### config.mk
export PLATFORM = sky130hd
export DESIGN_NAME = block_request
export DESIGN_NICKNAME = d
export VERILOG_FILES = /design/src/hw/disk_io_pkg.sv /design/src/hw/block_request.sv
export SDC_FILE = /design/constraint.sdc
export NUM_CORES = 1
export LEC_CHECK = 0
export BUFFER_PORTS_ARGS = -buffer_cell sky130_fd_sc_hd__buf_2
export CORE_MARGIN = 2
export CORE_UTILIZATION = 53
export DETAILED_ROUTE_END_ITERATION = 7
export PLACE_DENSITY = 0.78
export SETUP_SLACK_MARGIN = 0.3
export SLEW_MARGIN = 20
export SYNTH_ARGS = -nofsm -noshare
export SYNTH_HDL_FRONTEND = slang
export SYNTH_SLANG_ARGS = --single-unit
### constraint.sdc
create_clock -name clk_sys -period 2.6 [get_ports clk_sys]
set_input_delay 0.26 -clock clk_sys [delete_from_list [all_inputs] [get_ports clk_sys]]
set_output_delay 0.26 -clock clk_sys [all_outputs]
set_load 0.05 [all_outputs]
### src/hw/disk_io_pkg.sv
// Shared widths, types and status layout for the disk block bridge.
// One 512-byte sector buffer is shared by all eight drive slots.
// Status byte layout is fixed and is read by the controller firmware.

package disk_io_pkg;

	// ========================================================================
	// Sizes
	// ========================================================================
	localparam int SECTOR_BYTES = 512;
	localparam int BUF_ADDR_W   = 9;
	localparam int DRIVE_CNT    = 8;

	// ========================================================================
	// Data types
	// ========================================================================
	typedef logic [BUF_ADDR_W-1:0] buf_addr_t;
	typedef logic [7:0]            byte_t;
	typedef logic [31:0]           word_t;
	typedef logic [31:0]           lba_t;
	typedef logic [2:0]            drive_t;

	// One bit per slot for requests, acks and mount notices
	typedef logic [DRIVE_CNT-1:0]  slot_mask_t;

	// Image file type tag, as given by the host loader index
	typedef logic [1:0]            file_type_t;

	// ========================================================================
	// Status byte bit positions
	// ========================================================================
	localparam int STAT_DONE_BIT  = 0;
	localparam int STAT_MOUNT_BIT = 1;
	localparam int STAT_SLOT_LSB  = 2;
	localparam int STAT_TYPE_LSB  = 5;
	localparam int STAT_RO_BIT    = 7;

	// Loader image slots, never writable
	localparam int RO_SLOT_A = 4;
	localparam int RO_SLOT_B = 5;

	// Block request opcode from strobe unit to request unit
	typedef enum logic [1:0] {
		REQ_NONE  = 2'd0,
		REQ_READ  = 2'd1,
		REQ_WRITE = 2'd2
	} req_kind_e;

endpackage

### src/hw/block_request.sv
// Per-drive block read/write requests towards the host sector service.
// Any ack bit clears every pending request; ack always wins over a new one.
// Done is set on the falling edge of the OR of all ack bits.

`timescale 1ns/10ps

module block_request (
	input  logic                   clk_sys,
	input  logic                   areset,
	input  disk_io_pkg::req_kind_e req_ev_i,
	input  disk_io_pkg::drive_t    drive_i,
	input  disk_io_pkg::slot_mask_t host_ack_i,
	output disk_io_pkg::slot_mask_t host_rd_o,
	output disk_io_pkg::slot_mask_t host_wr_o,
	output logic                   io_done_o
);

	logic any_ack;
	logic old_ack;

	assign any_ack = |host_ack_i;

	always_ff @(posedge clk_sys) begin
		if (areset) begin
			host_rd_o <= '0;
			host_wr_o <= '0;
			io_done_o <= 1'b0;
			old_ack   <= 1'b0;
		end else begin
			old_ack <= any_ack;

			// New request marks the drive and starts a fresh transfer
			case (req_ev_i)
				disk_io_pkg::REQ_READ: begin
					host_rd_o[drive_i] <= 1'b1;
					io_done_o          <= 1'b0;
				end
				disk_io_pkg::REQ_WRITE: begin
					host_wr_o[drive_i] <= 1'b1;
					io_done_o          <= 1'b0;
				end
				default: begin
				end
			endcase

			// Host has taken the request
			if (any_ack) begin
				host_rd_o <= '0;
				host_wr_o <= '0;
			end

			// Transfer finished
			if (old_ack && !any_ack)
				io_done_o <= 1'b1;
		end
	end

endmodule

# == Word-level counts from Yosys, hierarchy flattened ==
# Index checks and enable logic that the tools add are counted.
# Widths: inputs -> output; s select.
# word_totals
inputBits,15
ff_bits,18
wordCells,21
output_inout_bits,17
# classes
reduce_logical,7
bitwise,2
order_cmp,2
n_mux,4
n_eq_ne,2
# op_table
operator,n
$or 8x8->8,2
$reduce_or 9->1,1
$reduce_or 8->1,1
$lt 3x4->1 const B,1
$demux 1 s3,1
$ge 3x1->1 const B,1
$mux 1,3
$eq 2x1->1 const B,1
$eq 2x2->1 const B,1
$logic_and 1x1->1,2
$reduce_bool 2->1,1
$reduce_or 2->1,1
$logic_not 1->1,1

# == Depth between registers and ports, before layout ==
# depth
word_depth,5
ltp_mapped,4

# == Least setup slack after synthesis ==
# OpenSTA, ideal clock, no wires.
# synth_path
path_kind,input to register
from,in req_ev_i[1]
to,reg host_rd_o[0]
cell_stages,4
path_slack_ps,1018
t_arrival_ps,1483
path_cell_list,inv_1 ha_1 or4b_2 a2111oi_4
# synth_between
elab_chain_len,1
# synth_rtl
item,line,source
"start, declared",block_request.sv:10,"input disk_io_pkg::req_kind_e req_ev_i,"
$eq 2x1->1,block_request.sv:33,case (req_ev_i)
"end signal, assigned",block_request.sv:25,host_rd_o <= '0;
"end signal, assigned by index",block_request.sv:35,host_rd_o[drive_i] <= 1'b1;
"end signal, assigned",block_request.sv:48,host_rd_o <= '0;
"end, declared",block_request.sv:13,"output disk_io_pkg::slot_mask_t host_rd_o,"
# No other way between the ends.
# A chain may end at the register's enable or synchronous reset.

# == Worst setup path in the final report ==
# Ends and elaborated chain as after synthesis.

==> summary.txt <==
status: completed
Synth cell types: 23
total track usage: 17.2%
VDD IR max: 0.262 mV
slew margin rel.: 57.6%
Vias: 738
initial antenna violation count: 0
Seq cells post-synth: 18
max-capacitance violation count: 0
Final Cycle Share: 57.5%
Detailed Route Iter0 Violations: 6
setup TNS: 0 ns
critical path peak fanout: 8
Synth top area share: 34.6%
Die Y: 48.3 um
DR vias/cell: 5.39
Worst Setup Slack, final: 1.11 ns
hold slack: 0.391 ns
# rows: 16
Pleak: 0.388 nW
asr flop ratio synth: 0%
hpwl dp: 1.26 mm
CP arrival: 1.69 ns
IO Pins: 32
die footprint: 2340 um2
Finished Layout Cells: 137
Crit Path Category: input port to register
count of final setup violators: 0
Slowest cell on crit path: or4b_2
clk root buf: clkbuf_4
Longest Clk Path Bufs: 2
Mapped Cells: 83
Post-Layout Inst Area: 1200 um2
pre-CTS WS: 0.804 ns
top_reg_cell synth: dfxtp_1
layout cells sized above 1: 50.9%
RSZ-0062 raised after global routing: false
Avg WL per Cell: 13.3 um
cell taking the most area after synthesis: dfxtp_1
CTS Buf Count: 3
Initial Util: 54.8%
Synth Cell Area: 1040 um2
register area share after synthesis: 34.6%
vias in the first global route: 707
P&R area growth vs syn: 15.2%
CTS Sinks: 18
clock-pin slew on the worst setup and hold paths: 0.10 ns
placed instance area: 1160 um2
Placer Congestion: 0.696
GRT met3 Usage: 2.47%
antenna-violating nets left: 0
Filler cells: 173
met2 GRT Util: 29.6%
Worst Tran Pin Value: 0.635 ns
nets: 128
final core occ: 63.2%
Core Area: 1900 um2
Antenna Cells: 0
I/O Buffers: 31
Power Dens Cells: 418 nW/um2
postcts setup bufs: 0
post_cts resized: 0
Clock Latency Late Sink: 0.29 ns
CP peak stage delay: 0.65 ns
met1 usage: 21.5%
number of synthesized flops with an enable pin: 0
Mean Syn Cell Area: 12.6 um2
Die Span X: 48.3 um
Inst Count DP: 133
Pwr Total: 0.502 mW
first-pass GRT wire length: 3.19 mm
Fin. Hold Viols: 0
routed wire length: 1.82 mm
layer carrying the most global-route usage: met2
buffers and inverters on the worst path: 2
CTS tree: done
Data required, critical path: 2.80 ns
Crit. End Element: register
Worst setup SP type: input port
H-Tree Depth: 1
Setup Skew: 0.0000160 ns
CTS Hold Bufs: 0
Mapped Nets: 100
grt ovf: 0
HP Class: input port to register
synth warn: 0
largest net degree at the start of global routing: 20
synth top area cells: dfxtp_1 (35%), a2111oi_4 (16%), a2111oi_2 (12%), inv_1 (5.8%), or4bb_1 (5.4%)
Initial DRT Pass Iterations: 4
final critical-path required period: 1.49 ns
max frequency: 669 MHz
count of final max-slew check failures: 0
CP delay by family, top: simple AND/OR/NAND/NOR gates
CP Cell Sequence: buf_2, inv_1, ha_1, or4b_2, a2111oi_4
DRC Markers: 0
[synthesized netlist by cell type (all sizes together), types with 2 or more instances]
cell type and number:
nand4b 6, or4 2, dfxtp 18, buf 8
nor4 2, or4b 2, ha 2, inv 16
or4bb 5, a2111oi 14, a41oi 2
[area by class of cell]
type / instances / area, um2 / share of cell area (%)
clock buffer: 4 / 36.3 / 3.02
sequential: 18 / 360 / 30.0
inverter: 16 / 60.1 / 5.00
timing repair buffer: 32 / 163 / 13.5
multi-input combinational: 40 / 548 / 45.6
tap: 27 / 33.8 / 2.81
[worst min-delay path: cells and delay by family]
kind	cells	cell delay (ns)
AO/OA/AOI/OAI	1	0.07
AND/OR/NAND/NOR	1	0.13
buffers and inverters	1	0.18
[placed cells by master (no fill, tap or decap)]
cell type,instances
nand2b_1,1
a2111oi_2,8
nor4_2,2
nand4bb_1,1
or4_1,1
buf_2,31
or4_4,1
inv_1,16
ha_1,2
o32ai_2,1
clkbuf_4,3
or4b_2,1
clkbuf_8,1
nand4b_1,6
or4bb_1,5
a2111oi_4,6
nand2_1,1
or4b_1,1
a41oi_1,2
o21ba_2,1
dfxtp_1,18
buf_4,1
[report_power, final]
| group | internal [mW] | total (mW) | switching, mW | leakage [nW] |
|---|---|---|---|---|
| clock | 0.0853 | 0.172 | 0.0863 | 0.0210 |
| sequential | 0.276 | 0.277 | 0.000207 | 0.145 |
| combinational | 0.0189 | 0.0539 | 0.0350 | 0.221 |
| total | 0.381 | 0.502 | 0.121 | 0.388 |
[state kept, by name, indices dropped and copies added (netlist names)]
name and cells:
io_done_o 1, old_ack 1, host_wr_o 8, host_rd_o 8
[routing by layer]
metal,vias up,wire (um)
met2,15,929
li1,372,-
met1,349,813
met4,0,8
met5,-,0
met3,2,70
[cells by family (layout without fill, tap and decap cells)]
logic type / after synthesis / after routing / synth area share [%]
AOI/OAI and AO/OA: 18 / 18 / 31.6
adders and majority gates: 2 / 2 / 2.40
buffers and inverters: 25 / 52 / 12.8
DFF: 18 / 18 / 34.6
and+or+nand+nor: 20 / 20 / 18.6
[path summary, 6_finish.rpt]
| check | startpoint | endpoint | slack (ns) | cells past startpoint |
|---|---|---|---|---|
| max | req_ev_i[1] | host_rd_o[0]$_SDFFE_PP0N_ | 1.11 | 5 |
| min | drive_i[2] | host_rd_o[6]$_SDFFE_PP0N_ | 0.39 | 3 |
| max reg2reg | host_rd_o[3]$_SDFFE_PP0N_ | host_rd_o[3]$_SDFFE_PP0N_ | 1.81 | 2 |
| min reg2reg | host_wr_o[1]$_SDFFE_PP0N_ | host_wr_o[1]$_SDFFE_PP0N_ | 0.47 | 2 |
No activity file was read; power rests on OpenSTA's default activity.
