[src/hw/disk_io_pkg.sv]
// Shared widths, types and status layout for the disk block bridge.
// One 512-byte sector buffer is shared by all eight drive slots.
// Status byte layout is fixed and is read by the controller firmware.

package disk_io_pkg;

	// ========================================================================
	// Sizes
	// ========================================================================
	localparam int SECTOR_BYTES = 512;
	localparam int BUF_ADDR_W   = 9;
	localparam int DRIVE_CNT    = 8;

	// ========================================================================
	// Data types
	// ========================================================================
	typedef logic [BUF_ADDR_W-1:0] buf_addr_t;
	typedef logic [7:0]            byte_t;
	typedef logic [31:0]           word_t;
	typedef logic [31:0]           lba_t;
	typedef logic [2:0]            drive_t;

	// One bit per slot for requests, acks and mount notices
	typedef logic [DRIVE_CNT-1:0]  slot_mask_t;

	// Image file type tag, as given by the host loader index
	typedef logic [1:0]            file_type_t;

	// ========================================================================
	// Status byte bit positions
	// ========================================================================
	localparam int STAT_DONE_BIT  = 0;
	localparam int STAT_MOUNT_BIT = 1;
	localparam int STAT_SLOT_LSB  = 2;
	localparam int STAT_TYPE_LSB  = 5;
	localparam int STAT_RO_BIT    = 7;

	// Loader image slots, never writable
	localparam int RO_SLOT_A = 4;
	localparam int RO_SLOT_B = 5;

	// Block request opcode from strobe unit to request unit
	typedef enum logic [1:0] {
		REQ_NONE  = 2'd0,
		REQ_READ  = 2'd1,
		REQ_WRITE = 2'd2
	} req_kind_e;

endpackage

[src/hw/ctl_word_mux.sv]
// Controller-side read data and status byte, purely combinational.
// With lba_sel high the data word carries the mounted image size.

`timescale 1ns/10ps

module ctl_word_mux (
	input  logic                   lba_sel_i,
	input  disk_io_pkg::byte_t      ctl_byte_i,
	input  disk_io_pkg::lba_t       size_i,
	input  logic                   io_done_i,
	input  logic                   mount_toggle_i,
	input  disk_io_pkg::drive_t     slot_i,
	input  disk_io_pkg::file_type_t type_i,
	input  logic                   read_only_i,
	output disk_io_pkg::word_t      ctl_data_o,
	output disk_io_pkg::byte_t      ctl_status_o
);

	// Status byte fields
	assign ctl_status_o[disk_io_pkg::STAT_DONE_BIT]  = io_done_i;
	assign ctl_status_o[disk_io_pkg::STAT_MOUNT_BIT] = mount_toggle_i;
	assign ctl_status_o[disk_io_pkg::STAT_SLOT_LSB +: 3] = slot_i;
	assign ctl_status_o[disk_io_pkg::STAT_TYPE_LSB +: 2] = type_i;
	assign ctl_status_o[disk_io_pkg::STAT_RO_BIT]    = read_only_i;

	// Size word or buffer byte, zero-extended
	always_comb begin
		if (lba_sel_i)
			ctl_data_o = size_i;
		else
			ctl_data_o = disk_io_pkg::word_t'(ctl_byte_i);
	end

endmodule

[config.mk]
export PLATFORM = sky130hd
export DESIGN_NAME = ctl_word_mux
export DESIGN_NICKNAME = d
export VERILOG_FILES = /design/src/hw/disk_io_pkg.sv /design/src/hw/ctl_word_mux.sv
export SDC_FILE = /design/constraint.sdc
export NUM_CORES = 1
export LEC_CHECK = 0
export BUFFER_PORTS_ARGS = -buffer_cell sky130_fd_sc_hd__buf_2
export CORE_MARGIN = 8
export CORE_UTILIZATION = 22
export DETAILED_ROUTE_END_ITERATION = 6
export GPL_ROUTABILITY_DRIVEN = 0
export PLACE_DENSITY = 0.84
export SLEW_MARGIN = 20
export SYNTH_ARGS = -nofsm -noshare
export SYNTH_HDL_FRONTEND = slang
export SYNTH_SLANG_ARGS = --single-unit
[constraint.sdc]
create_clock -name vclk -period 0.8
set_input_delay 0.04 -clock vclk [all_inputs]
set_output_delay 0.04 -clock vclk [all_outputs]
set_load 0.02 [all_outputs]
## Word level (Yosys, flattened, before mapping)

Cells that the tools add are included.

| operators by class | value |
|---|---|
| multiplexer cells | 1 |

Operators with widths:

| cell | count |
|---|---|
| two-way mux 32 bit | 1 |

| storage, ports and cells | value |
|---|---|
| register bits after elaboration | 0 |
| output and inout bits | 40 |
| word-level logic and storage cells | 1 |

## Logic depth before layout (Yosys ltp)

Gate-level depths: netlist (run 1).

| logic depth | value |
|---|---|
| depth in word-level cells | 1 |
| gate-level depth with buffers | 2 |
| gate-level depth less buffers | 1 |

## Worst setup path before layout (run 1)

Ideal clock, no wire load.

| timing path | value |
|---|---|
| path kind | input port to output port |
| from | input lba_sel_i |
| to | output ctl_data_o[2] |
| data arrival time | 0.495 ns |
| required time | 0.760 ns |
| slack | 0.265 ns |
| stages | 2 |
| buffers on the path | 1 |
| cell sequence | buf_6 > mux2_4 |

| between the ends | value |
|---|---|
| word-level cells in the longest chain between the ends | 1 |

Ends and longest elaborated chain:

| item | RTL line | RTL |
|---|---|---|
| from (decl) | ctl_word_mux.sv:7 | `input logic lba_sel_i,` |
| two-way mux 32 bit | ctl_word_mux.sv:28 | `if (lba_sel_i)` |
| to (decl) | ctl_word_mux.sv:15 | `output disk_io_pkg::word_t ctl_data_o,` |

Every way passes these cells.

## Final worst setup path (run 1)

| timing path | value |
|---|---|
| from | input lba_sel_i |
| to | output ctl_data_o[1] |

The elaborated chain is that of the path after synthesis.

==> results of run 1 <==
==> per-stage QoR <==
| stage | hold WS (ps) | area [um^2] | power (W) | setup WS [ps] | cells |
|---|---|---|---|---|---|
| floorplan | 192.6 | 349.1 | 0.0003057 | 265.5 | 43 |
| global placement | 80.14 | 688.2 | 0.0004431 | -1.994 | 124 |
| detailed placement | 80.14 | 688.2 | 0.0004518 | -26.86 | 124 |
| CTS | 80.14 | 754.5 | 0.0005017 | -6.283 | 125 |
| global route | 80.03 | 832.0 | 0.0005812 | 12.51 | 126 |
| finish | 80.01 | 832.0 | 0.0005453 | 39.80 | 126 |
==> area by class of cell <==
cell class         count  area (um^2)  share of cell area (%)
repair buffers        78        544.3                   65.41
multi-input cells     32        267.8                   32.18
well taps             16        20.02                   2.406
==> cells in the final DEF (no fill, tap or decap), drive strengths merged <==
cell,synthesis,routed
mux2,8,8
clkbuf,2,1
and2,24,24
bufbuf,0,1
buf,9,76
==> power by group through the flow <==
| stage | sequential (W) | clock, W | combinational, W |
|---|---|---|---|
| floorplan | 0 | 0 | 0.000306 |
| global placement | 0 | 0 | 0.000443 |
| detailed placement | 0 | 0 | 0.000452 |
| CTS | 0 | 0 | 0.000502 |
| global route | 0 | 0 | 0.000581 |
| finish | 0 | 0 | 0.000545 |
==> metal layers <==
layer	vias to the layer above	wire length [um]	GRT usage [%]
met3	0	185	3.881
met4	0	0	0.3436
li1	261	-	-
met1	226	604	9.383
met2	33	1028	20.19
met5	-	0	0
==> cell families (layout without fill, tap and decap cells) <==
kind of cell | Yosys count | count (layout) | share of synthesized area, %
buffers and inverters | 11 | 78 | 23.30
and+or+nand+nor | 24 | 24 | 44.44
muxes | 8 | 8 | 32.26
==> worst paths after layout <==
kind	to	start	depth (start not counted)
setup / recovery	ctl_data_o[1]	lba_sel_i	4
hold / removal	ctl_status_o[3]	slot_i[1]	0
==> repair_timing <==
| item | 4_1_cts | 5_1_grt |
|---|---|---|
| endpoints found under the setup margin | 7 | 14 |
| pin swaps | 0 | 0 |
| gates resized for setup | 11 | 17 |
| gates cloned | 1 | 1 |
| buffers inserted | 0 | 0 |
==> impl_summary.md, run 1 <==
Route
The mean number of vias per cell is 4.127. The final wirelength is 1818 um. The count of nets left with antenna violations once routing finished came out at 0. The vias after detailed routing is 520.

The detailed-route wire length per cell is 14.43 um. For this run, design rule violations remaining after detail routing come to 0. After the first detailed-routing iteration, the DRC count stood at 3. The count of TritonRoute iterations in the first routing pass is 2.

Flow run
The reported max-cap violation count is 0.

Power and ir drop
For this design the static power due to leakage is 0.5065 nW. The switching power of the nets is 0.0002401 W. The power density normalized to cell area is 655.4 nW/um^2. The internal power consumption is 0.0003052 W.

Net switching is 44.03% of the power. The maximum resistive drop on vdd is 253.0 uV. The clock network burns 0% of the power.

Combinational logic burns 100.0% of the power. The share of power burned in registers is 0%.

Timing
The worst pin sits at a relative slew slack of 91.92%. In the final timing run, aggregate negative setup slack is 0 ps. The count of final max-slew check failures is 0. The post-route minimum period is 760.2 ps.

Based on the critical path, the design can be clocked at up to 1.315 GHz. The pin slew with the least headroom to its limit is 122.1 ps. Setup repair after global routing left no endpoint under its margin. The final clock period utilization by the worst path is 95.03%. The final-report hold violation count is 0.

The number of setup violations in the final report is 0.

Worst setup path
In this run the worst path has a maximum fanout of 5. Counting stages on the worst path, the most repeated cell is buf_6. The worst-path cell with the longest stage delay is mux2_2. The worst setup path category is in -> out.

Walking the worst path, the cells encountered are buf_6 > buf_4 > mux2_2 > buf_6. The sort of element at the end of the critical path is an output pin. The worst setup path is launched from an input pin. Grouping stages by cell kind, the critical path spends the most delay in buffers and inverters. On the worst path, the slowest cell contributes a delay of 330 ps. The data required time at the worst endpoint is 760 ps.

The number of buffers and inverters on the critical path is 3. Data on the critical path arrives at its endpoint at 720 ps.

Synth
Summed over its instances, the top area cell type makes up 35.84% of the synthesized netlist area. After synthesis, the netlist uses 7 different library cells. Counting every net in the synthesized netlist gives 92. The post-synthesis cell area is 349.1 um^2. The most numerous cell in the Yosys netlist is and2_1. The count of yosys warnings during synthesis is 0. By count the netlist is led by 20 x and2_1, 8 x buf_4, 6 x mux2_4, 4 x and2_2. The fraction of the yosys area taken by sequential cells is 0%. The number of instances in the synthesized netlist is 43. The synthesized area per cell is 8.118 um^2. Of all cell types, the one taking the most synthesized area is and2_1.

By area the synthesized netlist is led by and2_1 36%, mux2_4 26%, buf_4 17%, and2_2 8.6%, mux2_2 6.5%.

Cells and area
The number of antenna diodes is 0. After filler insertion, the fill cell instance count of the layout stands at 160. The final standard cell utilization of the core is 55.88%. The number of flip-flops and latches is 0. The final-stage net count is 161.

The layout has 0 clock buffers. Relative to the synthesized area, the layout overhead comes to 138.4%. The register area is 0 um^2. Cells with a size suffix above 1 make up 81.82% of the layout.

Die
For this configuration, the core starts out at a cell density of 23.45%. The region available for standard cell placement spans 1489 um^2. In this run the count of I/O pins placed on the die edge is 89. The overall die area is 3118 um^2. The floorplan row count is 14. The die is 55.84 um tall.

The horizontal extent of the die is 55.84 um.

GRT
Global routing consumed, over all layers together, 9.922% of the routing resources. The pin count of the biggest net entering global routing is 11. Summed over all layers, the global routing overflow is 0. The wire length of the first global-routing pass is 2711 um. The number of antenna violations at the first check in global routing is 0. The number of global-route vias before repair is 570.

Place
In this run the tool buffered the top-level ports with 73 buffer cells.

Run status
The flow ran to the end, and the final reports show no timing, DRC or antenna violations.

Clocking
In this run, post-CTS hold repair placed 0 buffers.

Hold path
The min-delay analysis places its worst path in the category in -> out.
(Power assumes the default switching activity.)
==> run 2: changes to the inputs <==
Settings changed: PLACE_DENSITY 0.84 to 0.86, SETUP_SLACK_MARGIN from default to 0.05.
==> run 2 against run 1 <==
Against the previous run:
- wire length decreased by 0.22%
- non-clock buffer count is 1 lower
- utilization grew 0.92 points
- flip-flop and latch count unchanged
- via count decreased by 1.9%
- global-route usage up 0.13 points
- die area unchanged
- sequential share of layout area is the same
- critical path type unchanged
- critical endpoint is now ctl_data_o[2]
- largest power group unchanged
==> impl_summary.md, run 2 (synthesis gave the netlist of run 1 again) <==
Power and ir drop
For this design the static power due to leakage is 0.5082 nW. The internal portion of the total power is 0.0003134 W. In this run, flip-flops and latches consume 0% of the power. In this run, the clock network consumes 0% of the power. In this run the power density over the cells is 650.6 nW/um^2. VDD sags by at most 303.5 uV.

The analysis attributes to net switching a power of 0.0002369 W. Per report_power, the combinational group accounts for 100.0% of the total. In this run switching power makes up 43.05% of total power. The overall power is 0.0005503 W.

Timing
Setup repair after global routing could not meet its margin everywhere. The final hold slack is 80.01 ps. Setup violations remaining at the end of the flow were counted as 0.

In the finished design, the share of the clock period the worst path needs comes to 93.78%. In this run the tightest slew margin relative to its limit is 92.30%. The final-report hold violation count came to 0. The count of final max-slew check failures is 0. The post-route minimum period is 750.3 ps. At the pin with the least slew margin, the transition time is 116.2 ps.

Timing would allow up to 1.333 GHz.

Route
The DRC violations left is 0. The count of TritonRoute iterations in the first routing pass is 4. The remaining antenna violation count is 0. The final wirelength is 1814 um. The mean number of vias per cell is 4.080.

The DRC marker count from the first detailed-route iteration is 5. The detailed-route wire length per cell is 14.51 um. Detailed routing inserted a total of 510 vias.

Cells and area
The fraction of layout cells with a size suffix above 1 is 82.57%. The number of antenna diodes is 0. The final-layout clock buffer total is 0. The register area is 0 um^2. The final-stage net count is 160. The finished layout cell area is 845.8 um^2.

There are 0 flip-flops and latches. The commonest non-fill, non-tap cell in the layout is buf_2. From synthesis to final layout, the design area changed by 142.3%. Excluding fillers, the count of instances in the completed layout stands at 125. The fill cell instance count of the final layout is 137. The top cell types in the final layout, fill and taps aside, are 58 x buf_2, 19 x and2_1, 14 x buf_6.

GRT
The number of antenna violations at the first check in global routing is 0. The number of global-route vias before repair is 578. The overall routing resource usage is 10.05%. The global-route congestion overflow total is 0. The first global-routing pass estimated 2787 um of wire. The pin count of the biggest net entering global routing is 11.

Worst setup path
Of all nets on the critical path, the largest fanout is 6. The sort of element at the end of the critical path is an output pin. The cell repeated most along the worst path is buf_12. The worst-path cell with the longest stage delay is mux2_4. Traced cell by cell, the critical path runs through buf_12 > buf_12 > mux2_4 > buf_6. In this design, the stage delay of the slowest critical-path cell is 290 ps. The number of buffers and inverters on the critical path is 3. The critical path in this run is classified as in -> out. The arrival time at the worst endpoint is 710 ps. The data required time at the worst endpoint is 760 ps. The kind of cell with the highest combined delay along the critical path is buffers and inverters. The worst setup path is launched from an input pin.

Die
The floorplan has 14 rows. The die is 55.84 um wide. The floorplan step defined a die boundary enclosing 3118 um^2. For this design the top-level I/O count stands at 89. In this run the vertical extent of the chip is 55.84 um. The floorplan step defined a core boundary enclosing 1489 um^2.

The effective utilization at floorplan is 23.45%.

Hold path
The path class of the tightest hold or removal check is in -> out.

Flow run
The reported max-cap violation count is 0.

Place
Summing all placed instances gives a cell area of 680.7 um^2. The count of placed standard cells including taps is 123. The number of buffers added on ports is 73.

Run status
The run finished with clean final reports.

Clocking
Hold repair after CTS inserted 0 buffers. Post-CTS timing repair inserted 0 buffers for setup.
[run 2: per-layer routing]
metal / share of wire [%] / routed length [um] / track usage [%] / vias to the layer above
met5: 0 / 0 / 0 / -
met3: 8.3 / 150 / 3.196 / 6
met4: 1.8 / 33 / 2.749 / 0
li1: - / - / - / 259
met2: 55 / 1003 / 20.19 / 35
met1: 35 / 627 / 9.243 / 210
[run 2: worst paths after layout]
kind                           start              end  slack [ps]  depth (start not counted)
worst max-delay path       lba_sel_i    ctl_data_o[2]          50                          4
worst min-delay path  mount_toggle_i  ctl_status_o[1]          80                          0
[run 2: through the flow]
step | setup slack, ps | utilization [%] | setup TNS [ps]
finish | 49.74 | 56.81 | 0
global route | 32.83 | 56.81 | 0
CTS | 37.22 | 53.28 | 0
detailed placement | -36.78 | 45.71 | -191.8
global placement | -16.59 | 45.71 | -93.51
floorplan | 265.5 | - | 0
[run 2: final cells by class]
cell class | count | area (um^2) | share of cell area (%)
Timing Repair Buffer | 77 | 555.5 | 65.68
Multi-Input combinational cell | 32 | 270.3 | 31.95
Tap cell | 16 | 20.02 | 2.367
[run 2: power groups by stage]
stage / registers [W] / clock network (W) / logic, W
finish: 0 / 0 / 0.000550
CTS: 0 / 0 / 0.000524
global placement: 0 / 0 / 0.000438
floorplan: 0 / 0 / 0.000306
detailed placement: 0 / 0 / 0.000445
global route: 0 / 0 / 0.000585
[run 2: what timing repair did]
item	4_1_cts	5_1_grt
gates cloned	2	0
endpoints found under the setup margin	6	14
gates resized for setup	17	17
