<file path="src/hw/disk_io_pkg.sv">
// Shared widths, types and status layout for the disk block bridge.
// One 512-byte sector buffer is shared by all eight drive slots.
// Status byte layout is fixed and is read by the controller firmware.

package disk_io_pkg;

	// ========================================================================
	// Sizes
	// ========================================================================
	localparam int SECTOR_BYTES = 512;
	localparam int BUF_ADDR_W   = 9;
	localparam int DRIVE_CNT    = 8;

	// ========================================================================
	// Data types
	// ========================================================================
	typedef logic [BUF_ADDR_W-1:0] buf_addr_t;
	typedef logic [7:0]            byte_t;
	typedef logic [31:0]           word_t;
	typedef logic [31:0]           lba_t;
	typedef logic [2:0]            drive_t;

	// One bit per slot for requests, acks and mount notices
	typedef logic [DRIVE_CNT-1:0]  slot_mask_t;

	// Image file type tag, as given by the host loader index
	typedef logic [1:0]            file_type_t;

	// ========================================================================
	// Status byte bit positions
	// ========================================================================
	localparam int STAT_DONE_BIT  = 0;
	localparam int STAT_MOUNT_BIT = 1;
	localparam int STAT_SLOT_LSB  = 2;
	localparam int STAT_TYPE_LSB  = 5;
	localparam int STAT_RO_BIT    = 7;

	// Loader image slots, never writable
	localparam int RO_SLOT_A = 4;
	localparam int RO_SLOT_B = 5;

	// Block request opcode from strobe unit to request unit
	typedef enum logic [1:0] {
		REQ_NONE  = 2'd0,
		REQ_READ  = 2'd1,
		REQ_WRITE = 2'd2
	} req_kind_e;

endpackage

</file>
<file path="src/hw/ctl_strobe_sync.sv">
// Turns controller strobe levels into one-cycle events.
// Levels must be held for several cycles; short glitches are not filtered.
// Block read wins over block write when both rise together.

`timescale 1ns/10ps

module ctl_strobe_sync (
	input  logic                   clk_sys,
	input  logic                   areset,
	input  logic                   ctl_data_wr_i,
	input  logic                   ctl_data_rd_i,
	input  logic                   ctl_block_rd_i,
	input  logic                   ctl_block_wr_i,
	input  logic                   ctl_io_wr_i,
	input  disk_io_pkg::slot_mask_t img_mounted_i,
	output logic                   data_wr_ev_o,
	output logic                   data_rd_ev_o,
	output disk_io_pkg::req_kind_e req_ev_o,
	output logic                   ptr_clr_o,
	output logic                   mount_ev_o
);

	// Previous samples of the controller levels
	logic old_wr;
	logic old_wr2;
	logic old_rd;
	logic old_blrd;
	logic old_blwr;
	logic old_mounted;

	logic any_mounted;

	assign any_mounted = |img_mounted_i;

	// io_wr is already a pulse on the controller side
	assign ptr_clr_o = ctl_io_wr_i;

	always_ff @(posedge clk_sys) begin
		if (areset) begin
			old_wr       <= 1'b0;
			old_wr2      <= 1'b0;
			old_rd       <= 1'b0;
			old_blrd     <= 1'b0;
			old_blwr     <= 1'b0;
			old_mounted  <= 1'b0;
			data_wr_ev_o <= 1'b0;
			data_rd_ev_o <= 1'b0;
			req_ev_o     <= disk_io_pkg::REQ_NONE;
			mount_ev_o   <= 1'b0;
		end else begin
			old_wr      <= ctl_data_wr_i;
			old_wr2     <= old_wr;
			old_rd      <= ctl_data_rd_i;
			old_blrd    <= ctl_block_rd_i;
			old_blwr    <= ctl_block_wr_i;
			old_mounted <= any_mounted;

			// Write data settles one extra stage before it is taken
			data_wr_ev_o <= old_wr & ~old_wr2;
			// Pointer advances once the controller has finished reading
			data_rd_ev_o <= old_rd & ~ctl_data_rd_i;
			mount_ev_o   <= ~old_mounted & any_mounted;

			if (~old_blrd & ctl_block_rd_i)
				req_ev_o <= disk_io_pkg::REQ_READ;
			else if (~old_blwr & ctl_block_wr_i)
				req_ev_o <= disk_io_pkg::REQ_WRITE;
			else
				req_ev_o <= disk_io_pkg::REQ_NONE;
		end
	end

endmodule

</file>
<file path="config.mk">
export PLATFORM = sky130hd
export DESIGN_NAME = ctl_strobe_sync
export DESIGN_NICKNAME = d
export VERILOG_FILES = /design/src/hw/disk_io_pkg.sv /design/src/hw/ctl_strobe_sync.sv
export SDC_FILE = /design/constraint.sdc
export NUM_CORES = 1
export LEC_CHECK = 0
export BUFFER_PORTS_ARGS = -buffer_cell sky130_fd_sc_hd__buf_2
export CORE_AREA = 4 4 41 43
export DETAILED_ROUTE_END_ITERATION = 6
export DIE_AREA = 0 0 45 47
export SETUP_SLACK_MARGIN = 0.1
export SLEW_MARGIN = 20
export SYNTH_ARGS = -nofsm -noshare
export SYNTH_HDL_FRONTEND = slang
export SYNTH_SLANG_ARGS = --single-unit
</file>
<file path="constraint.sdc">
create_clock -name clk_sys -period 1.09 [get_ports clk_sys]
set_input_delay 0.218 -clock clk_sys [delete_from_list [all_inputs] [get_ports clk_sys]]
set_output_delay 0.218 -clock clk_sys [all_outputs]
set_load 0.05 [all_outputs]
</file>
### Word level (Yosys, flattened, before mapping)

Index checks and enable logic that the tools add are counted.

| operators by class | value |
|---|---|
| mux-type cells | 2 |
| bitwise gates (word level) | 10 |
| reductions and logical operators | 2 |

Operators by type and width:

| kind | number |
|---|---|
| 8-bit OR reduction | 1 |
| 1-bit AND | 5 |
| 1-bit NOT | 5 |
| 2-bit two-way mux | 1 |
| 2-bit OR reduction | 1 |
| 1-bit two-way mux | 1 |

| storage, ports and cells | value |
|---|---|
| bits in registers | 11 |
| word-level logic and storage cells | 25 |

### Longest topological paths before layout

Gate-level depths: netlist (run 1).

| depth | value |
|---|---|
| depth in word-level cells | 4 |
| gate-level depth with buffers | 2 |

### Least setup slack after synthesis (run 1)

No wires, ideal clock.

| timing | value |
|---|---|
| kind | register -> output |
| start point | register data_rd_ev_o |
| end point | output port data_rd_ev_o |
| data arrival time | 587 ps |
| path slack | 285 ps |
| cell stages (with the launch flop) | 1 |
| buffers on the path | 0 |
| cells stage by stage | dfxtp_1 |

RTL lines:

| what | line | source |
|---|---|---|
| start, declared | ctl_strobe_sync.sv:17 | `output logic data_rd_ev_o,` |
| start signal, assigned | ctl_strobe_sync.sv:61 | `data_rd_ev_o <= old_rd & ~ctl_data_rd_i;` |

No word-level cell between the ends.

### Worst setup path in the final report (run 1)

| timing | value |
|---|---|
| start point | register mount_ev_o |
| end point | output port mount_ev_o |

RTL lines:

| what | line | source |
|---|---|---|
| start, declared | ctl_strobe_sync.sv:20 | `output logic mount_ev_o` |
| start signal, assigned | ctl_strobe_sync.sv:62 | `mount_ev_o <= ~old_mounted & any_mounted;` |

No word-level cell between the ends.

==> impl_metrics.ini, run 1 <==
[worst_setup_path]
r2r_slack_ns = 0.42
crit_path_end_kind = output pin
worst_ep_arrival_time_ns = 0.74
r2r_start = old_blrd
timing.rr.end = req_ev_o[0]
cp_slowest_cell = dfxtp_1
crit_end = mount_ev_o
crit_cells = 1
crit_path_start = mount_ev_o
worst-r2r-cell-count = 2
path_class = reg -> out
max_stage_delay_ns = 0.33
worstPathBufferInverterCount = 1
worstPathRequired_ns = 0.87
crit_fanout = 1
cp_cell_sequence = buf_6
critPathLaunchType = register
cp_top_family = flip-flops

[power]
p_leak_uw = 0.000229
vdd_drop_max_v = 0.000608
powerDensity_mw_per_mm2 = 1550

[synthesis]
async_flop_share = 0
yosys-top-cells-area = dfxtp_1 63%, and2b_2 10%, nor4_2 7.1%, nor2b_2 5.0%, nor2b_1 3.6%
synth-edff-count = 0
synth.distinct_cells = 10
synth_top_area_cell = dfxtp_1
synthTopCellsByCount = 11 x dfxtp_1, 4 x and2b_2, 2 x nor2b_1, 2 x nor2b_2, 2 x nor4_2
ys.flop_type = dfxtp_1
netlist_area_sq_um = 350
synth_most_common_cell = dfxtp_1
synth_fp_nets = 41
ys_warn_count = 0
syn_avg_cell_area_sq_um = 13.5
ys_seq_area_frac = 0.629
ys_ff_latch = 11
synthCells = 26
synth_top_area_share = 0.629

[die]
die_h_um = 47
initial_core_util = 0.269
dieArea_sq_mm = 0.00212
coreArea_sq_mm = 0.00130
placementRows = 13
num_io_pins = 21
fp.dieW_um = 45

[sta]
setup-tns-final_ns = 0
period_needed_ns = 0.960
drv_slew = 0
timing.slew.headroom = 0.831
rsz0062_at_grt = yes
finClkSkew_ns = 0.0000548
fmax_mhz = 1040
fin_ws_ns = 0.130
hold_viol = 0
setup_viol = 0
fin_crit_sh = 0.881
whs_ns = 0.133
tightest_slew_ns = 0.252

[cts]
holdBufCountCts = 0
cts_setup_buffers = 0
cts_tree = built
cts_made_buffers = 3
htreeDepth = 1
clockBufferDepth = 2
clock-root-buffer = clkbuf_4
insertion_delay_ns = 0.26
clkSinkCount = 11
clk_pin_slew_ns = 0.07

[route]
drt_iter0_markers = 0
antenna_left = 0
vias = 252
drc = 0
via_per_inst = 4.06
wl_per_cell_um = 8.87
wl_um = 550
dr.pass1.iters = 1

[finish]
antennaDiodeCount = 0
final_cell_area_sq_um = 509
post-route-util = 0.391
largest_register_ffs = 2
layout.nets = 63
largest-register = req_ev_o
syn2layout_area_growth_pct = 45.4
drive_gt1_frac = 0.638

[placement]
port_buffers = 18
dpl_cell_area_sq_um = 452
place_congestion = 0.598
dp_slack_ns = 0.208

[global_routing]
grt_pass1_vias = 235
antenna_found_initial = 0
grt_pass1_wl_um = 855
grt_max_degree = 10
grt_use_total = 0.0580
grt-ovfl-total = 0

[job]
max_cap_violations = 0

[worst_hold_path]
hold_class = in -> reg
hold-path-cell-count = 2
worstHoldStart = ctl_data_rd_i

[status]
status = finished, final reports clean
kinds of logic after synthesis:
family,after synthesis,share of synthesized area
AOI/OAI and AO/OA,2,0.0357
buffers and inverters,1,0.0214
DFF,11,0.629
and+or+nand+nor,12,0.314
worst min-delay path by stage:
stage                         to
floorplan            old_mounted
global placement    data_wr_ev_o
detailed placement  data_wr_ev_o
CTS                 data_rd_ev_o
global route        data_rd_ev_o
finish              data_rd_ev_o
timing repair:
item | 4_1_cts | 5_1_grt
pin swaps | 0 | 0
resized for setup | 5 | 5
endpoints found under the setup margin | 5 | 5
through the flow:
stage | power (uW) | std cells
finish | 791 | 62
global route | 820 | 62
CTS | 797 | 62
detailed placement | 525 | 58
global placement | 524 | 58
floorplan | 495 | 26
where the power goes:
part | leakage, uW | total [uW] | switching (uW) | internal [uW]
combinational | 0.000123 | 98.2 | 50.7 | 47.6
clock | 0.0000150 | 266 | 125 | 141
sequential | 0.0000912 | 428 | 6.15 | 421
final cells by class:
cell class / instances / area, sq um
clock buffer: 4 / 26.3
multi-input combinational: 14 / 123
tap: 15 / 18.8
timing repair buffer: 18 / 121
sequential: 11 / 220
fill: 141 / 792
placed cells by master (no fill, tap or decap):
cell type | Yosys | routed
a211oi_1 | 1 | 1
buf_6 | 0 | 5
dfxtp_1 | 11 | 11
buf_2 | 0 | 13
nor2b_2 | 2 | 2
a21oi_1 | 1 | 1
clkbuf_4 | 0 | 3
and2b_2 | 4 | 4
clkbuf_1 | 0 | 1
nor3b_1 | 1 | 1
nor4_2 | 2 | 2
nor3b_2 | 1 | 1
nor2b_1 | 2 | 2
metal layers:
metal | vias to the layer above | GRT usage | share of wire
met3 | 2 | 0.0268 | 0.13
met1 | 109 | 0.0670 | 0.43
li1 | 128 | - | -
met5 | - | 0 | 0
met4 | 0 | 0.0526 | 0.0036
met2 | 13 | 0.0791 | 0.43
Power figures use the tool's default switching activity.
==> run 2, diff against run 1 <==
--- a/config.mk
+++ b/config.mk
@@ -7,6 +7,7 @@
 export LEC_CHECK = 0
 export BUFFER_PORTS_ARGS = -buffer_cell sky130_fd_sc_hd__buf_2
 export CORE_AREA = 4 4 41 43
+export CTS_BUF_LIST = sky130_fd_sc_hd__clkbuf_8 sky130_fd_sc_hd__clkbuf_16
 export DETAILED_ROUTE_END_ITERATION = 6
 export DIE_AREA = 0 0 45 47
 export SETUP_SLACK_MARGIN = 0.1
==> run 2 against run 1 <==
Effect of this change:
- via count unchanged
- core utilization unchanged
- maximum frequency increased by 1.6%
- clock skew about the same
- total power up 14%
- cell area stayed put
- critical path type unchanged
- largest cell class unchanged
- largest power group unchanged
==> impl_metrics.ini, run 2 (same netlist as run 1, synthesis figures left out) <==
[worst_setup_path]
max_stage_delay_ns = 0.31
crit_fanout = 1
crit_path_end_kind = output pin
worstPathBufferInverterCount = 1
path_class = reg -> out
worst-r2r-cell-count = 2
critPathLaunchType = register
timing.rr.end = req_ev_o[0]
cp_top_family = flip-flops
cp_cell_sequence = buf_4
r2r_slack_ns = 0.42
worst_ep_arrival_time_ns = 0.73
worstPathRequired_ns = 0.87
crit_cells = 1
r2r_start = old_blrd
cp_slowest_cell = dfxtp_1

[global_routing]
grt_use_total = 0.0580
grt_pass1_vias = 218
busiest_layer = met2
use_met1 = 0.0670
grt_max_degree = 10
met2_usage = 0.0706
use_met3 = 0.0498
antenna_found_initial = 0
grt_pass1_wl_um = 821
grt-ovfl-total = 0

[cts]
clk_pin_slew_ns = 0.05
clock-root-buffer = clkbuf_8
htreeDepth = 1
clkSinkCount = 11
insertion_delay_ns = 0.23
clockBufferDepth = 2
holdBufCountCts = 0
cts_tree = built
cts_made_buffers = 3

[placement]
port_buffers = 18
dp_slack_ns = 0.208
place_inst = 58
place_congestion = 0.598

[sta]
finClkSkew_ns = 0.000153
drv_slew = 0
fmax_mhz = 1060
fin_crit_sh = 0.867
fin_ws_ns = 0.145
setup_viol = 0
setup-tns-final_ns = 0
rsz0062_at_grt = no
period_needed_ns = 0.945
tightest_slew_ns = 0.255
hold_viol = 0
timing.slew.headroom = 0.828

[job]
max_cap_violations = 0

[route]
wl_per_cell_um = 8.56
antenna_left = 0
wl_um = 531
vias = 252
dr.pass1.iters = 1
drt_iter0_markers = 0
via_per_inst = 4.06
drc = 0

[finish]
antennaDiodeCount = 0
layout_common_cells = 13 x buf_2, 11 x dfxtp_1, 5 x buf_4
largest-register = req_ev_o
post-route-util = 0.391
multi_input_area_sq_um = 123
final_cells = 62
final_common_cell = buf_2
syn2layout_area_growth_pct = 45.4
layout.nets = 63
largest_register_ffs = 2
fillers = 136
drive_gt1_frac = 0.638
final-seq-area_sq_um = 220

[worst_hold_path]
worstHoldStart = ctl_data_rd_i
hold-path-cell-count = 2
holdPathEnd = data_rd_ev_o
hold_class = in -> reg

[die]
fp.dieW_um = 45
coreArea_sq_mm = 0.00130
initial_core_util = 0.269
placementRows = 13
dieArea_sq_mm = 0.00212
die_h_um = 47
num_io_pins = 21

[power]
p_leak_uw = 0.000237
finalPower_uw = 904
powerDensity_mw_per_mm2 = 1780
vdd_drop_max_v = 0.000647

[status]
status = finished, final reports clean
## run 2: changes by cell type in the layout (fill, tap and decap cells not counted), sizes merged
cell | previous run | this run
clkbuf | 4 | 3
inv | 0 | 1
## run 2: power by group
part / switching (uW) / total (uW) / internal (uW)
logic: 50.5 / 93.0 / 42.6
clock network: 138 / 384 / 246
registers: 4.64 / 428 / 423
## run 2: through the flow
step,hold slack [ns],cell area [sq um]
finish,0.160,509
global route,0.166,509
CTS,0.157,509
detailed placement,0.379,452
global placement,0.372,452
floorplan,0.287,350
## run 2: cell type report
type / instances / area share
repair buffers: 18 / 0.201
clock inverters: 1 / 0.00737
clock buffers: 3 / 0.0811
flip-flops and latches: 11 / 0.432
well taps: 15 / 0.0369
multi-input cells: 14 / 0.241
## run 2: routing by layer
metal | vias to the layer above | wire length (um)
li1 | 129 | -
met1 | 105 | 214
met2 | 16 | 211
met3 | 2 | 94
met4 | 0 | 11
met5 | - | 0
## run 2: worst max-delay path by stage
stage | endpoint | slack (ns) | startpoint
after floorplan | data_rd_ev_o | 0.28 | data_rd_ev_o
after global placement | mount_ev_o | 0.22 | img_mounted_i[5]
after detailed placement | mount_ev_o | 0.21 | img_mounted_i[5]
after CTS | mount_ev_o | 0.13 | mount_ev_o
after global routing | mount_ev_o | 0.11 | mount_ev_o
final | mount_ev_o | 0.14 | mount_ev_o
## run 2: timing repair
item / in CTS / in global routing
setup endpoints to repair: 5 / 0
setup buffers: 0 / 0
resized for setup: 5 / 0
