$ cat config.mk
export PLATFORM = sky130hd
export DESIGN_NAME = mount_tracker
export DESIGN_NICKNAME = d
export VERILOG_FILES = /design/src/hw/disk_io_pkg.sv /design/src/hw/mount_tracker.sv
export SDC_FILE = /design/constraint.sdc
export NUM_CORES = 1
export LEC_CHECK = 0
export BUFFER_PORTS_ARGS = -buffer_cell sky130_fd_sc_hd__buf_2
export CAP_MARGIN = 0
export CORE_ASPECT_RATIO = 1.25
export CORE_MARGIN = 1.5
export CORE_UTILIZATION = 40
export CTS_CLUSTER_SIZE = 20
export DETAILED_ROUTE_END_ITERATION = 10
export PLACE_DENSITY = 0.77
export SLEW_MARGIN = 20
export SYNTH_ARGS = -nofsm -noshare
export SYNTH_HDL_FRONTEND = slang
export SYNTH_SLANG_ARGS = --single-unit
$ cat constraint.sdc
create_clock -name clk_sys -period 1.8 [get_ports clk_sys]
set_input_delay 0.36 -clock clk_sys [delete_from_list [all_inputs] [get_ports clk_sys]]
set_output_delay 0.36 -clock clk_sys [all_outputs]
set_load 0.02 [all_outputs]
$ cat src/hw/disk_io_pkg.sv
// Shared widths, types and status layout for the disk block bridge.
// One 512-byte sector buffer is shared by all eight drive slots.
// Status byte layout is fixed and is read by the controller firmware.

package disk_io_pkg;

	// ========================================================================
	// Sizes
	// ========================================================================
	localparam int SECTOR_BYTES = 512;
	localparam int BUF_ADDR_W   = 9;
	localparam int DRIVE_CNT    = 8;

	// ========================================================================
	// Data types
	// ========================================================================
	typedef logic [BUF_ADDR_W-1:0] buf_addr_t;
	typedef logic [7:0]            byte_t;
	typedef logic [31:0]           word_t;
	typedef logic [31:0]           lba_t;
	typedef logic [2:0]            drive_t;

	// One bit per slot for requests, acks and mount notices
	typedef logic [DRIVE_CNT-1:0]  slot_mask_t;

	// Image file type tag, as given by the host loader index
	typedef logic [1:0]            file_type_t;

	// ========================================================================
	// Status byte bit positions
	// ========================================================================
	localparam int STAT_DONE_BIT  = 0;
	localparam int STAT_MOUNT_BIT = 1;
	localparam int STAT_SLOT_LSB  = 2;
	localparam int STAT_TYPE_LSB  = 5;
	localparam int STAT_RO_BIT    = 7;

	// Loader image slots, never writable
	localparam int RO_SLOT_A = 4;
	localparam int RO_SLOT_B = 5;

	// Block request opcode from strobe unit to request unit
	typedef enum logic [1:0] {
		REQ_NONE  = 2'd0,
		REQ_READ  = 2'd1,
		REQ_WRITE = 2'd2
	} req_kind_e;

endpackage

$ cat src/hw/mount_tracker.sv
// Records the last image mount notice from the host.
// Mount bits must still be held when the delayed mount event arrives.
// Slot 7 is reported only when it is the sole bit set.

`timescale 1ns/10ps

module mount_tracker (
	input  logic                    clk_sys,
	input  logic                    areset,
	input  logic                    mount_ev_i,
	input  disk_io_pkg::slot_mask_t  img_mounted_i,
	input  logic                    img_readonly_i,
	input  disk_io_pkg::lba_t        img_size_i,
	input  disk_io_pkg::file_type_t  img_type_i,
	output disk_io_pkg::drive_t      slot_o,
	output disk_io_pkg::file_type_t  type_o,
	output logic                    read_only_o,
	output disk_io_pkg::lba_t        size_o,
	output logic                    mount_toggle_o
);

	disk_io_pkg::drive_t slot_next;

	// Highest mounted slot among 0..6, previous slot if none
	always_comb begin
		slot_next = slot_o;
		for (int i = 0; i < disk_io_pkg::DRIVE_CNT - 1; i++) begin
			if (img_mounted_i[i])
				slot_next = disk_io_pkg::drive_t'(i);
		end
		if (img_mounted_i == 8'h80)
			slot_next = 3'd7;
	end

	always_ff @(posedge clk_sys) begin
		if (areset) begin
			slot_o         <= '0;
			type_o         <= '0;
			read_only_o    <= 1'b0;
			mount_toggle_o <= 1'b0;
		end else if (mount_ev_i) begin
			slot_o         <= slot_next;
			type_o         <= img_type_i;
			// Loader slots are never written back
			read_only_o    <= img_readonly_i | img_mounted_i[disk_io_pkg::RO_SLOT_A]
			                  | img_mounted_i[disk_io_pkg::RO_SLOT_B];
			mount_toggle_o <= ~mount_toggle_o;
		end
	end

	always_ff @(posedge clk_sys) begin
		if (mount_ev_i)
			size_o <= img_size_i;
	end

endmodule

## After elaboration in Yosys (flattened, before gate mapping)

Index checks and enable logic that the tools add are counted.

| storage, ports and cells | value |
|---|---|
| input bits | 46 |
| logic and storage cells | 19 |
| register bits | 39 |

| operators by class | value |
|---|---|
| equality and inequality tests | 1 |
| bitwise logic cells | 3 |
| multiplexer cells | 8 |
| reduce and logical (&&, ||, !) cells | 2 |

Operators with widths:

| cell | count |
|---|---|
| 3-bit two-way mux | 8 |
| 8-bit equality test (second input constant) | 1 |
| 8-bit nonzero test | 1 |
| 1-bit OR | 2 |
| 2-bit AND reduction | 1 |
| 1-bit NOT | 1 |

## Depth between registers and ports, before layout

Gate-level depths: netlist of the first run.

| depth | value |
|---|---|
| depth in word-level cells | 8 |
| mapped depth | 4 |

## Worst setup path after synthesis of the first run

No wires, ideal clock.

| timing path | value |
|---|---|
| path kind | input to register |
| from | input img_mounted_i[5] |
| to | register slot_o[0] |
| setup slack | 0.348 ns |
| buffers on the path | 0 |
| stages | 4 |
| required time | 1.653 ns |
| arrival time | 1.305 ns |
| library setup time | 0.147 ns |
| path through | or4_1 -> or2_1 -> a21oi_1 -> a311oi_1 |

| on the way | value |
|---|---|
| longest elaborated chain between the ends | 3 |

Ends and longest elaborated chain:

| what | RTL line | text |
|---|---|---|
| start, declared | mount_tracker.sv:11 | `input disk_io_pkg::slot_mask_t img_mounted_i,` |
| 8-bit equality test / 3-bit two-way mux (equally long branches) | mount_tracker.sv:31, mount_tracker.sv:28 |  |
| 8-bit nonzero test (no source line) / 3-bit two-way mux (equally long branches) | n/a |  |
| 2-bit AND reduction (no source line) / 3-bit two-way mux (equally long branches) | n/a |  |
| end signal, assigned | mount_tracker.sv:42 | `slot_o <= slot_next;` |
| end, declared | mount_tracker.sv:15 | `output disk_io_pkg::drive_t slot_o,` |

Parallel ways exist; a longest one is shown, timed or not.
A chain may end at the register's enable or synchronous reset.

## Worst setup path in the final report of the first run

Same ends and word-level chain as after synthesis.

==> results of run 1 <==
per-stage QoR:
stage	setup slack, ps	area (µm²)	hold slack [ps]
after floorplan	348	1270	432
after global placement	223	1750	470
after detailed placement	183	1750	481
after CTS	512	1800	182
after global routing	457	1800	167
final	512	1800	196
routing by layer:
| metal | up-vias | global-route usage [%] | wire [µm] |
|---|---|---|---|
| met3 | 7 | 5.88 | 366 |
| met5 | - | 0 | 0 |
| met1 | 420 | 17.8 | 991 |
| met2 | 71 | 27.3 | 1310 |
| li1 | 441 | - | - |
| met4 | 0 | 10.6 | 50 |
worst max-delay path, delay by kind of cell:
family | cells | cell delay (ps)
AND/OR/NAND/NOR | 2 | 800
AO/OA/AOI/OAI | 2 | 210
buffers and inverters | 1 | 120
area by class of cell:
class	instances	area (µm²)
tap	36	45.0
sequential	39	1100
multi-input combinational	25	159
clock inverter	2	7.51
fill	245	1170
timing repair buffer	85	440
clock buffer	6	41.3
inverter	2	7.51
sequential cells by signal, indices dropped and copies added (netlist names):
register and count:
size_o 32, mount_toggle_o 1, slot_o 3, type_o 2
read_only_o 1
synthesized netlist by cell type:
cell type / count / area share, %
or2_1: 1 / 0.49
edfxtp_1: 32 / 76
a211oi_1: 2 / 1.2
mux2i_1: 2 / 1.6
dfxtp_1: 7 / 11
nor3_1: 1 / 0.39
nor2b_1: 1 / 0.49
or4_1: 2 / 1.2
o21bai_1: 1 / 0.59
o31ai_1: 1 / 0.59
a21o_1: 1 / 0.59
a311oi_1: 2 / 1.4
inv_1: 2 / 0.59
xnor2_1: 1 / 0.69
nor2_1: 6 / 1.8
clkbuf_1: 1 / 0.29
a21oi_1: 4 / 1.6
power by group through the flow:
stage                     registers [mW]  clock network (mW)  logic, mW
after floorplan                     1.19                   0     0.0255
after global placement              1.09                   0      0.252
after detailed placement            1.09                   0      0.261
after CTS                           1.07               0.409      0.261
after global routing                1.08               0.455      0.278
final                               1.07               0.395      0.258
cell usage in the layout, fill, tap and decap left out:
cell type	instances
o21bai_1	1
or2_1	1
nor2b_1	1
nor2_1	6
mux2i_1	2
a21oi_1	4
inv_1	2
a21o_1	1
or4_1	2
buf_12	1
clkbuf_1	1
o31ai_1	1
a311oi_1	2
a211oi_1	2
dfxtp_1	7
clkbuf_4	5
clkinv_1	2
nor3_1	1
xnor2_1	1
edfxtp_1	32
buf_2	84
cell families after synthesis:
kind of cell | count (synthesis) | share of synthesized area (%)
AO/OA/AOI/OAI | 11 | 5.91
XOR/XNOR | 1 | 0.689
buffers and inverters | 3 | 0.886
flip-flops | 39 | 86.6
multiplexers | 2 | 1.57
AND/OR/NAND/NOR | 11 | 4.33
worst paths after layout:
path,cells past startpoint,from,endpoint,slack [ps]
setup / recovery,5,img_mounted_i[5],slot_o[0],510
hold / removal,1,img_size_i[13],size_o[13],200
setup reg to reg,2,slot_o[2],slot_o[2],990
hold reg to reg,2,read_only_o,read_only_o,490
==> out/results.txt, run 1 <==
Port-buffer cells: 84
Die Y: 66.0 µm
post_cts resized: 0
CTS Buf Count: 5
CP max stage cell: or4_1
Critical Path Sink Type: register
DP Cell Count: 187
Psw: 0.431 mW
initial antenna violation count: 0
Worst Hold Class: in2reg
fin nets: 204
Clk pin slew, worst setup/hold paths: 100 ps
Layout Utilization: 60.6%
minimum clock period: 1290 ps
CP Cell Sequence: buf_2 > or4_1 > or2_1 > a21oi_1 > a311oi_1
endpoints failing hold: 0
CTS root buf: clkbuf_4
Clock power frac: 22.9%
power per cell area: 957 nW/µm²
setup TNS: 0 ps
final instance count without filler cells: 195
CTS tree: built
Setup Fix Bufs, Post-CTS: 0
GPL Wtd Cong: 0.711
Total Power: 1.72 mW
gr ovfl total: 0
CTS H-tree lvls: 2
CP max stage delay: 540 ps
Net Count, Synth: 113
Die Footprint: 3530 µm²
gr usage total: 16.7%
Top Ports: 85
CP startpoint kind: input pin
VDD IR-drop max: 542 µV
Fmax: 0.777 GHz
clock latency on the worst-skew pair: 330 ps
CTS max path bufs: 2
DP HPWL: 2150 µm
DRC violations left: 0
chip width: 53.4 µm
Rows: 22
# setup viols final: 0
# hold bufs at CTS: 0
Pre-antenna DRT Iters: 4
Arrival @ worst endpoint: 1490 ps
CP Max Fanout: 4
antenna cells: 0
first-pass GRT wire length: 3970 µm
Vias/cell: 4.82
Critical Path RT: 2000 ps
internal power: 1.29 mW
Ys Warns: 0
power share of the combinational group: 15.0%
Cell Area, Synth: 1270 µm²
Leak: 0.807 nW
Area growth, synth to finish: 41.7%
Seq pwr share: 62.1%
Sw Ratio: 25.0%
post-synthesis instance total: 67
Slew HR: 78.5%
Initial Utilization: 42.8%
Antenna Nets Post-Route: 0
largest net degree at the start of global routing: 31
drt wl/cell: 13.9 µm
pin slew with the least headroom to its limit: 323 ps
Iteration-0 DRC Markers: 12
crit share post-route: 71.5%
status: complete, no violations
max cap viols: 0
average cell area after synthesis: 19.0 µm²
post-synthesis cell type count: 17
synthesis-stage register bit count: 39
drt total wl: 2710 µm
RSZ-0062 raised after global routing: false
Clock Skews: 0 ps
Core ar.: 2970 µm²
vias: 939
Sink Count: 39
share of layout cells above drive strength 1: 56.6%
vias in the first global route: 921
critical path class: in2reg
count of final max-slew check failures: 0
sequential-to-total area share from yosys stat: 86.6%
No activity file was read; power rests on OpenSTA's default activity.
==> inputs of run 2 (changes only) <==
--- a/config.mk
+++ b/config.mk
@@ -5,14 +5,15 @@
 export SDC_FILE = /design/constraint.sdc
 export NUM_CORES = 1
 export LEC_CHECK = 0
+export ABC_AREA = 1
 export BUFFER_PORTS_ARGS = -buffer_cell sky130_fd_sc_hd__buf_2
 export CAP_MARGIN = 0
 export CORE_ASPECT_RATIO = 1.25
 export CORE_MARGIN = 1.5
-export CORE_UTILIZATION = 40
+export CORE_UTILIZATION = 41
 export CTS_CLUSTER_SIZE = 20
 export DETAILED_ROUTE_END_ITERATION = 10
-export PLACE_DENSITY = 0.77
+export PLACE_DENSITY = 0.78
 export SLEW_MARGIN = 20
 export SYNTH_ARGS = -nofsm -noshare
 export SYNTH_HDL_FRONTEND = slang
==> constraint.sdc (replaced) <==
create_clock -name clk_sys -period 1.3 [get_ports clk_sys]
set_input_delay 0.26 -clock clk_sys [delete_from_list [all_inputs] [get_ports clk_sys]]
set_output_delay 0.26 -clock clk_sys [all_outputs]
set_load 0.02 [all_outputs]
==> run 2 against run 1 <==
Against the previous run:
- global-route usage is 0.27 points higher
- core utilization grew 0.74 points
- total power up 64%
- worst hold slack got worse by 43 ps
==> out/results.txt, run 2 <==
Biggest register: size_o
post-synthesis instance total: 92 (+37%)
count of final max-slew check failures: 0 (unchanged)
Area growth, synth to finish: 44.6%
endpoints failing hold: 0 (unchanged)
minimum clock period: 1090 ps
Sink Count: 39 (unchanged)
average cell area after synthesis: 14.6 µm² (-23%)
gr ovfl total: 0 (unchanged)
GPL Wtd Cong: 0.696 (-2.1%)
post-synthesis cell type count: 13 (-4)
pre-CTS setup slack: 158 ps (-24.4 ps)
Initial Utilization: 42.4% (-0.35 points)
Clock Skews: 0 ps (unchanged)
setup TNS: 0 ps (unchanged)
ys flop type: edfxtp_1
internal power: 2.17 mW (+68%)
Fillers: 262 (+6.9%)
Synth top cells by count: edfxtp_1 (32), nand2_1 (15), nor2_1 (11), inv_1 (10), dfxtp_1 (7)
Arrival @ worst endpoint: 830 ps (-660 ps)
Sw Ratio: 23.4% (-1.6 points)
Setup Fix Bufs, Post-CTS: 0 (unchanged)
Critical Path Sink Type: output pin
top cell type's share of synthesized area: 71.6% (-4.0 points)
Rows: 23 (+4.5%)
Antenna Nets Post-Route: 0 (unchanged)
# setup viols final: 0 (unchanged)
synthesis-stage register bit count: 39 (unchanged)
Top Ports: 85 (unchanged)
first-pass GRT wire length: 4170 µm (+5.0%)
Critical Path RT: 1040 ps (-960 ps)
# hold bufs at CTS: 0 (unchanged)
most frequent cells in the layout: buf_2 (84), edfxtp_1 (32), nand2_1 (15), nor2_1 (11), inv_1 (10)
Psw: 0.663 mW (+54%)
antenna cells: 0 (unchanged)
CTS max path bufs: 2 (unchanged)
max cap viols: 0 (unchanged)
clock latency on the worst-skew pair: 280 ps (-50 ps)
share of layout cells above drive strength 1: 54.1% (-2.5 points)
crit share post-route: 83.7%
post-synth top area cell: edfxtp_1
Die Y: 67.0 µm (+1.4%)
vias: 1,041 (+11%)
largest net degree at the start of global routing: 33 (+6.5%)
largest family of logic cells by synthesized area: simple AND/OR/NAND/NOR gates
CP Buf/Inv Count: 1 (unchanged)
Post-Synth Simple-Gate Area: 11.4% (+7.0 points)
Worst Hold Class: in2reg
Vias/cell: 4.69 (-2.6%)
Compound-Gate Fraction of Synth Area: 2.61% (-3.3 points)
power share of the combinational group: 13.4% (-1.6 points)
CP max stage cell: edfxtp_1
Clk pin slew, worst setup/hold paths: 70 ps (-30 ps)
Slew HR: 86.1% (+7.7 points)
Pre-antenna DRT Iters: 4 (unchanged)
r2r setup slk: 630 ps (-360 ps)
vias in the first global route: 985 (+6.9%)
Port-buffer cells: 84 (unchanged)
Ys Warns: 0 (unchanged)
chip width: 54.2 µm (+1.4%)
CP Cell Sequence: buf_2
fin nets: 230 (+13%)
drt total wl: 2930 µm (+8.0%)
Core ar.: 3170 µm² (+6.5%)
Seq pwr share: 52.5% (-9.6 points)
Synth Area in Adders: 0% (unchanged)
Leak: 0.920 nW (+14%)
top post-synthesis cells by area: edfxtp_1 (72%), dfxtp_1 (10%), nand2_1 (4.2%), nor2_1 (3.1%), inv_1 (2.8%)
CP max stage delay: 380 ps (-160 ps)
Synth Area in XOR/XNOR: 0.652% (-0.037 points)
CP startpoint kind: register
biggest regs: size_o x32, slot_o x3, type_o x2
CTS tree: built
Cell Area, Synth: 1340 µm² (+5.6%)
Iteration-0 DRC Markers: 32 (+20)
Clock power frac: 34.1% (+11 points)
top-count cell post-synth: edfxtp_1
Die Footprint: 3630 µm² (+2.9%)
power per cell area: 1460 nW/µm² (+52%)
drt wl/cell: 13.2 µm (-5.1%)
CTS root buf: clkbuf_8
RSZ-0062 raised after global routing: false
Net Count, Synth: 138 (+22%)
sequential-to-total area share from yosys stat: 82.0% (-4.6 points)
CP Max Fanout: 1 (-3)
gr usage total: 17.0% (+0.27 points)
post_cts resized: 0 (unchanged)
delay-heaviest family, CP: flip-flops
pin slew with the least headroom to its limit: 208 ps (-115 ps)
Layout Utilization: 61.3% (+0.74 points)
initial antenna violation count: 0 (unchanged)
Post-synth EDFFs: 32 (unchanged)
DRC violations left: 0 (unchanged)
most common cell after layout, fill and taps aside: buf_2
Post-synth ARST share: 0% (unchanged)
worst setup margin: 212 ps (-301 ps)
VDD IR-drop max: 940 µV (+73%)
Fmax: 0.919 GHz
status: complete, no violations
post-synthesis mux area share: 0% (-1.6 points)
DP HPWL: 2330 µm (+8.2%)
CTS H-tree lvls: 2 (unchanged)
Largest register FFs: 32 (unchanged)
critical path class: reg2out
CTS Buf Count: 5 (unchanged)
-- run 2: worst reg2reg max path, stage by stage (launching register included) --
cell and delay, ps:
dfxtp_1 360, inv_1 50, nand2_1 60, nand2_1 50, nor2_1 100
-- run 2: cells by family after synthesis --
kind of cell | Yosys count
AO/OA/AOI/OAI | 7
XOR/XNOR | 1
buffers and inverters | 12
flip-flops | 39
AND/OR/NAND/NOR | 33
-- run 2: routing by layer --
metal / vias up / wire, µm / track usage [%]
met5: - / 0 / 0
met4: 0 / 74 / 10.9
met3: 8 / 393 / 6.28
met2: 75 / 1490 / 29.4
met1: 467 / 972 / 16.1
li1: 491 / - / -
-- run 2: final timing paths --
kind	depth (start not counted)	startpoint	end
worst max-delay path	1	size_o[28]	size_o[28]
worst min-delay path	1	img_size_i[26]	size_o[26]
worst max register to register	4	slot_o[0]	slot_o[0]
worst min register to register	2	slot_o[2]	slot_o[2]
-- run 2: area by class of cell --
type                            count  area [µm²]  share of cell area, %
Sequential cell                    39        1100                   56.7
Clock inverter                      3        43.8                   2.26
Clock buffer                        5        68.8                   3.54
Timing Repair Buffer               85         440                   22.7
Tap cell                           37        46.3                   2.38
Multi-Input combinational cell     41         196                   10.1
Inverter                           12        45.0                   2.32
-- run 2: through the flow --
step / cell area [µm²] / total power, mW / instances / hold WS [ps]
after floorplan: 1340 / 1.69 / 92 / 329
after global placement: 1830 / 1.88 / 214 / 437
after detailed placement: 1830 / 1.89 / 214 / 439
after CTS: 1940 / 2.86 / 222 / 141
after global routing: 1940 / 2.97 / 222 / 124
final: 1940 / 2.83 / 222 / 153
-- run 2: power by group through the flow --
stage / Combinational [mW] / Clock (mW) / Sequential, mW
final: 0.380 / 0.965 / 1.48
after detailed placement: 0.383 / 0 / 1.51
after global placement: 0.369 / 0 / 1.51
after CTS: 0.383 / 0.990 / 1.48
after floorplan: 0.0501 / 0 / 1.64
after global routing: 0.412 / 1.06 / 1.50
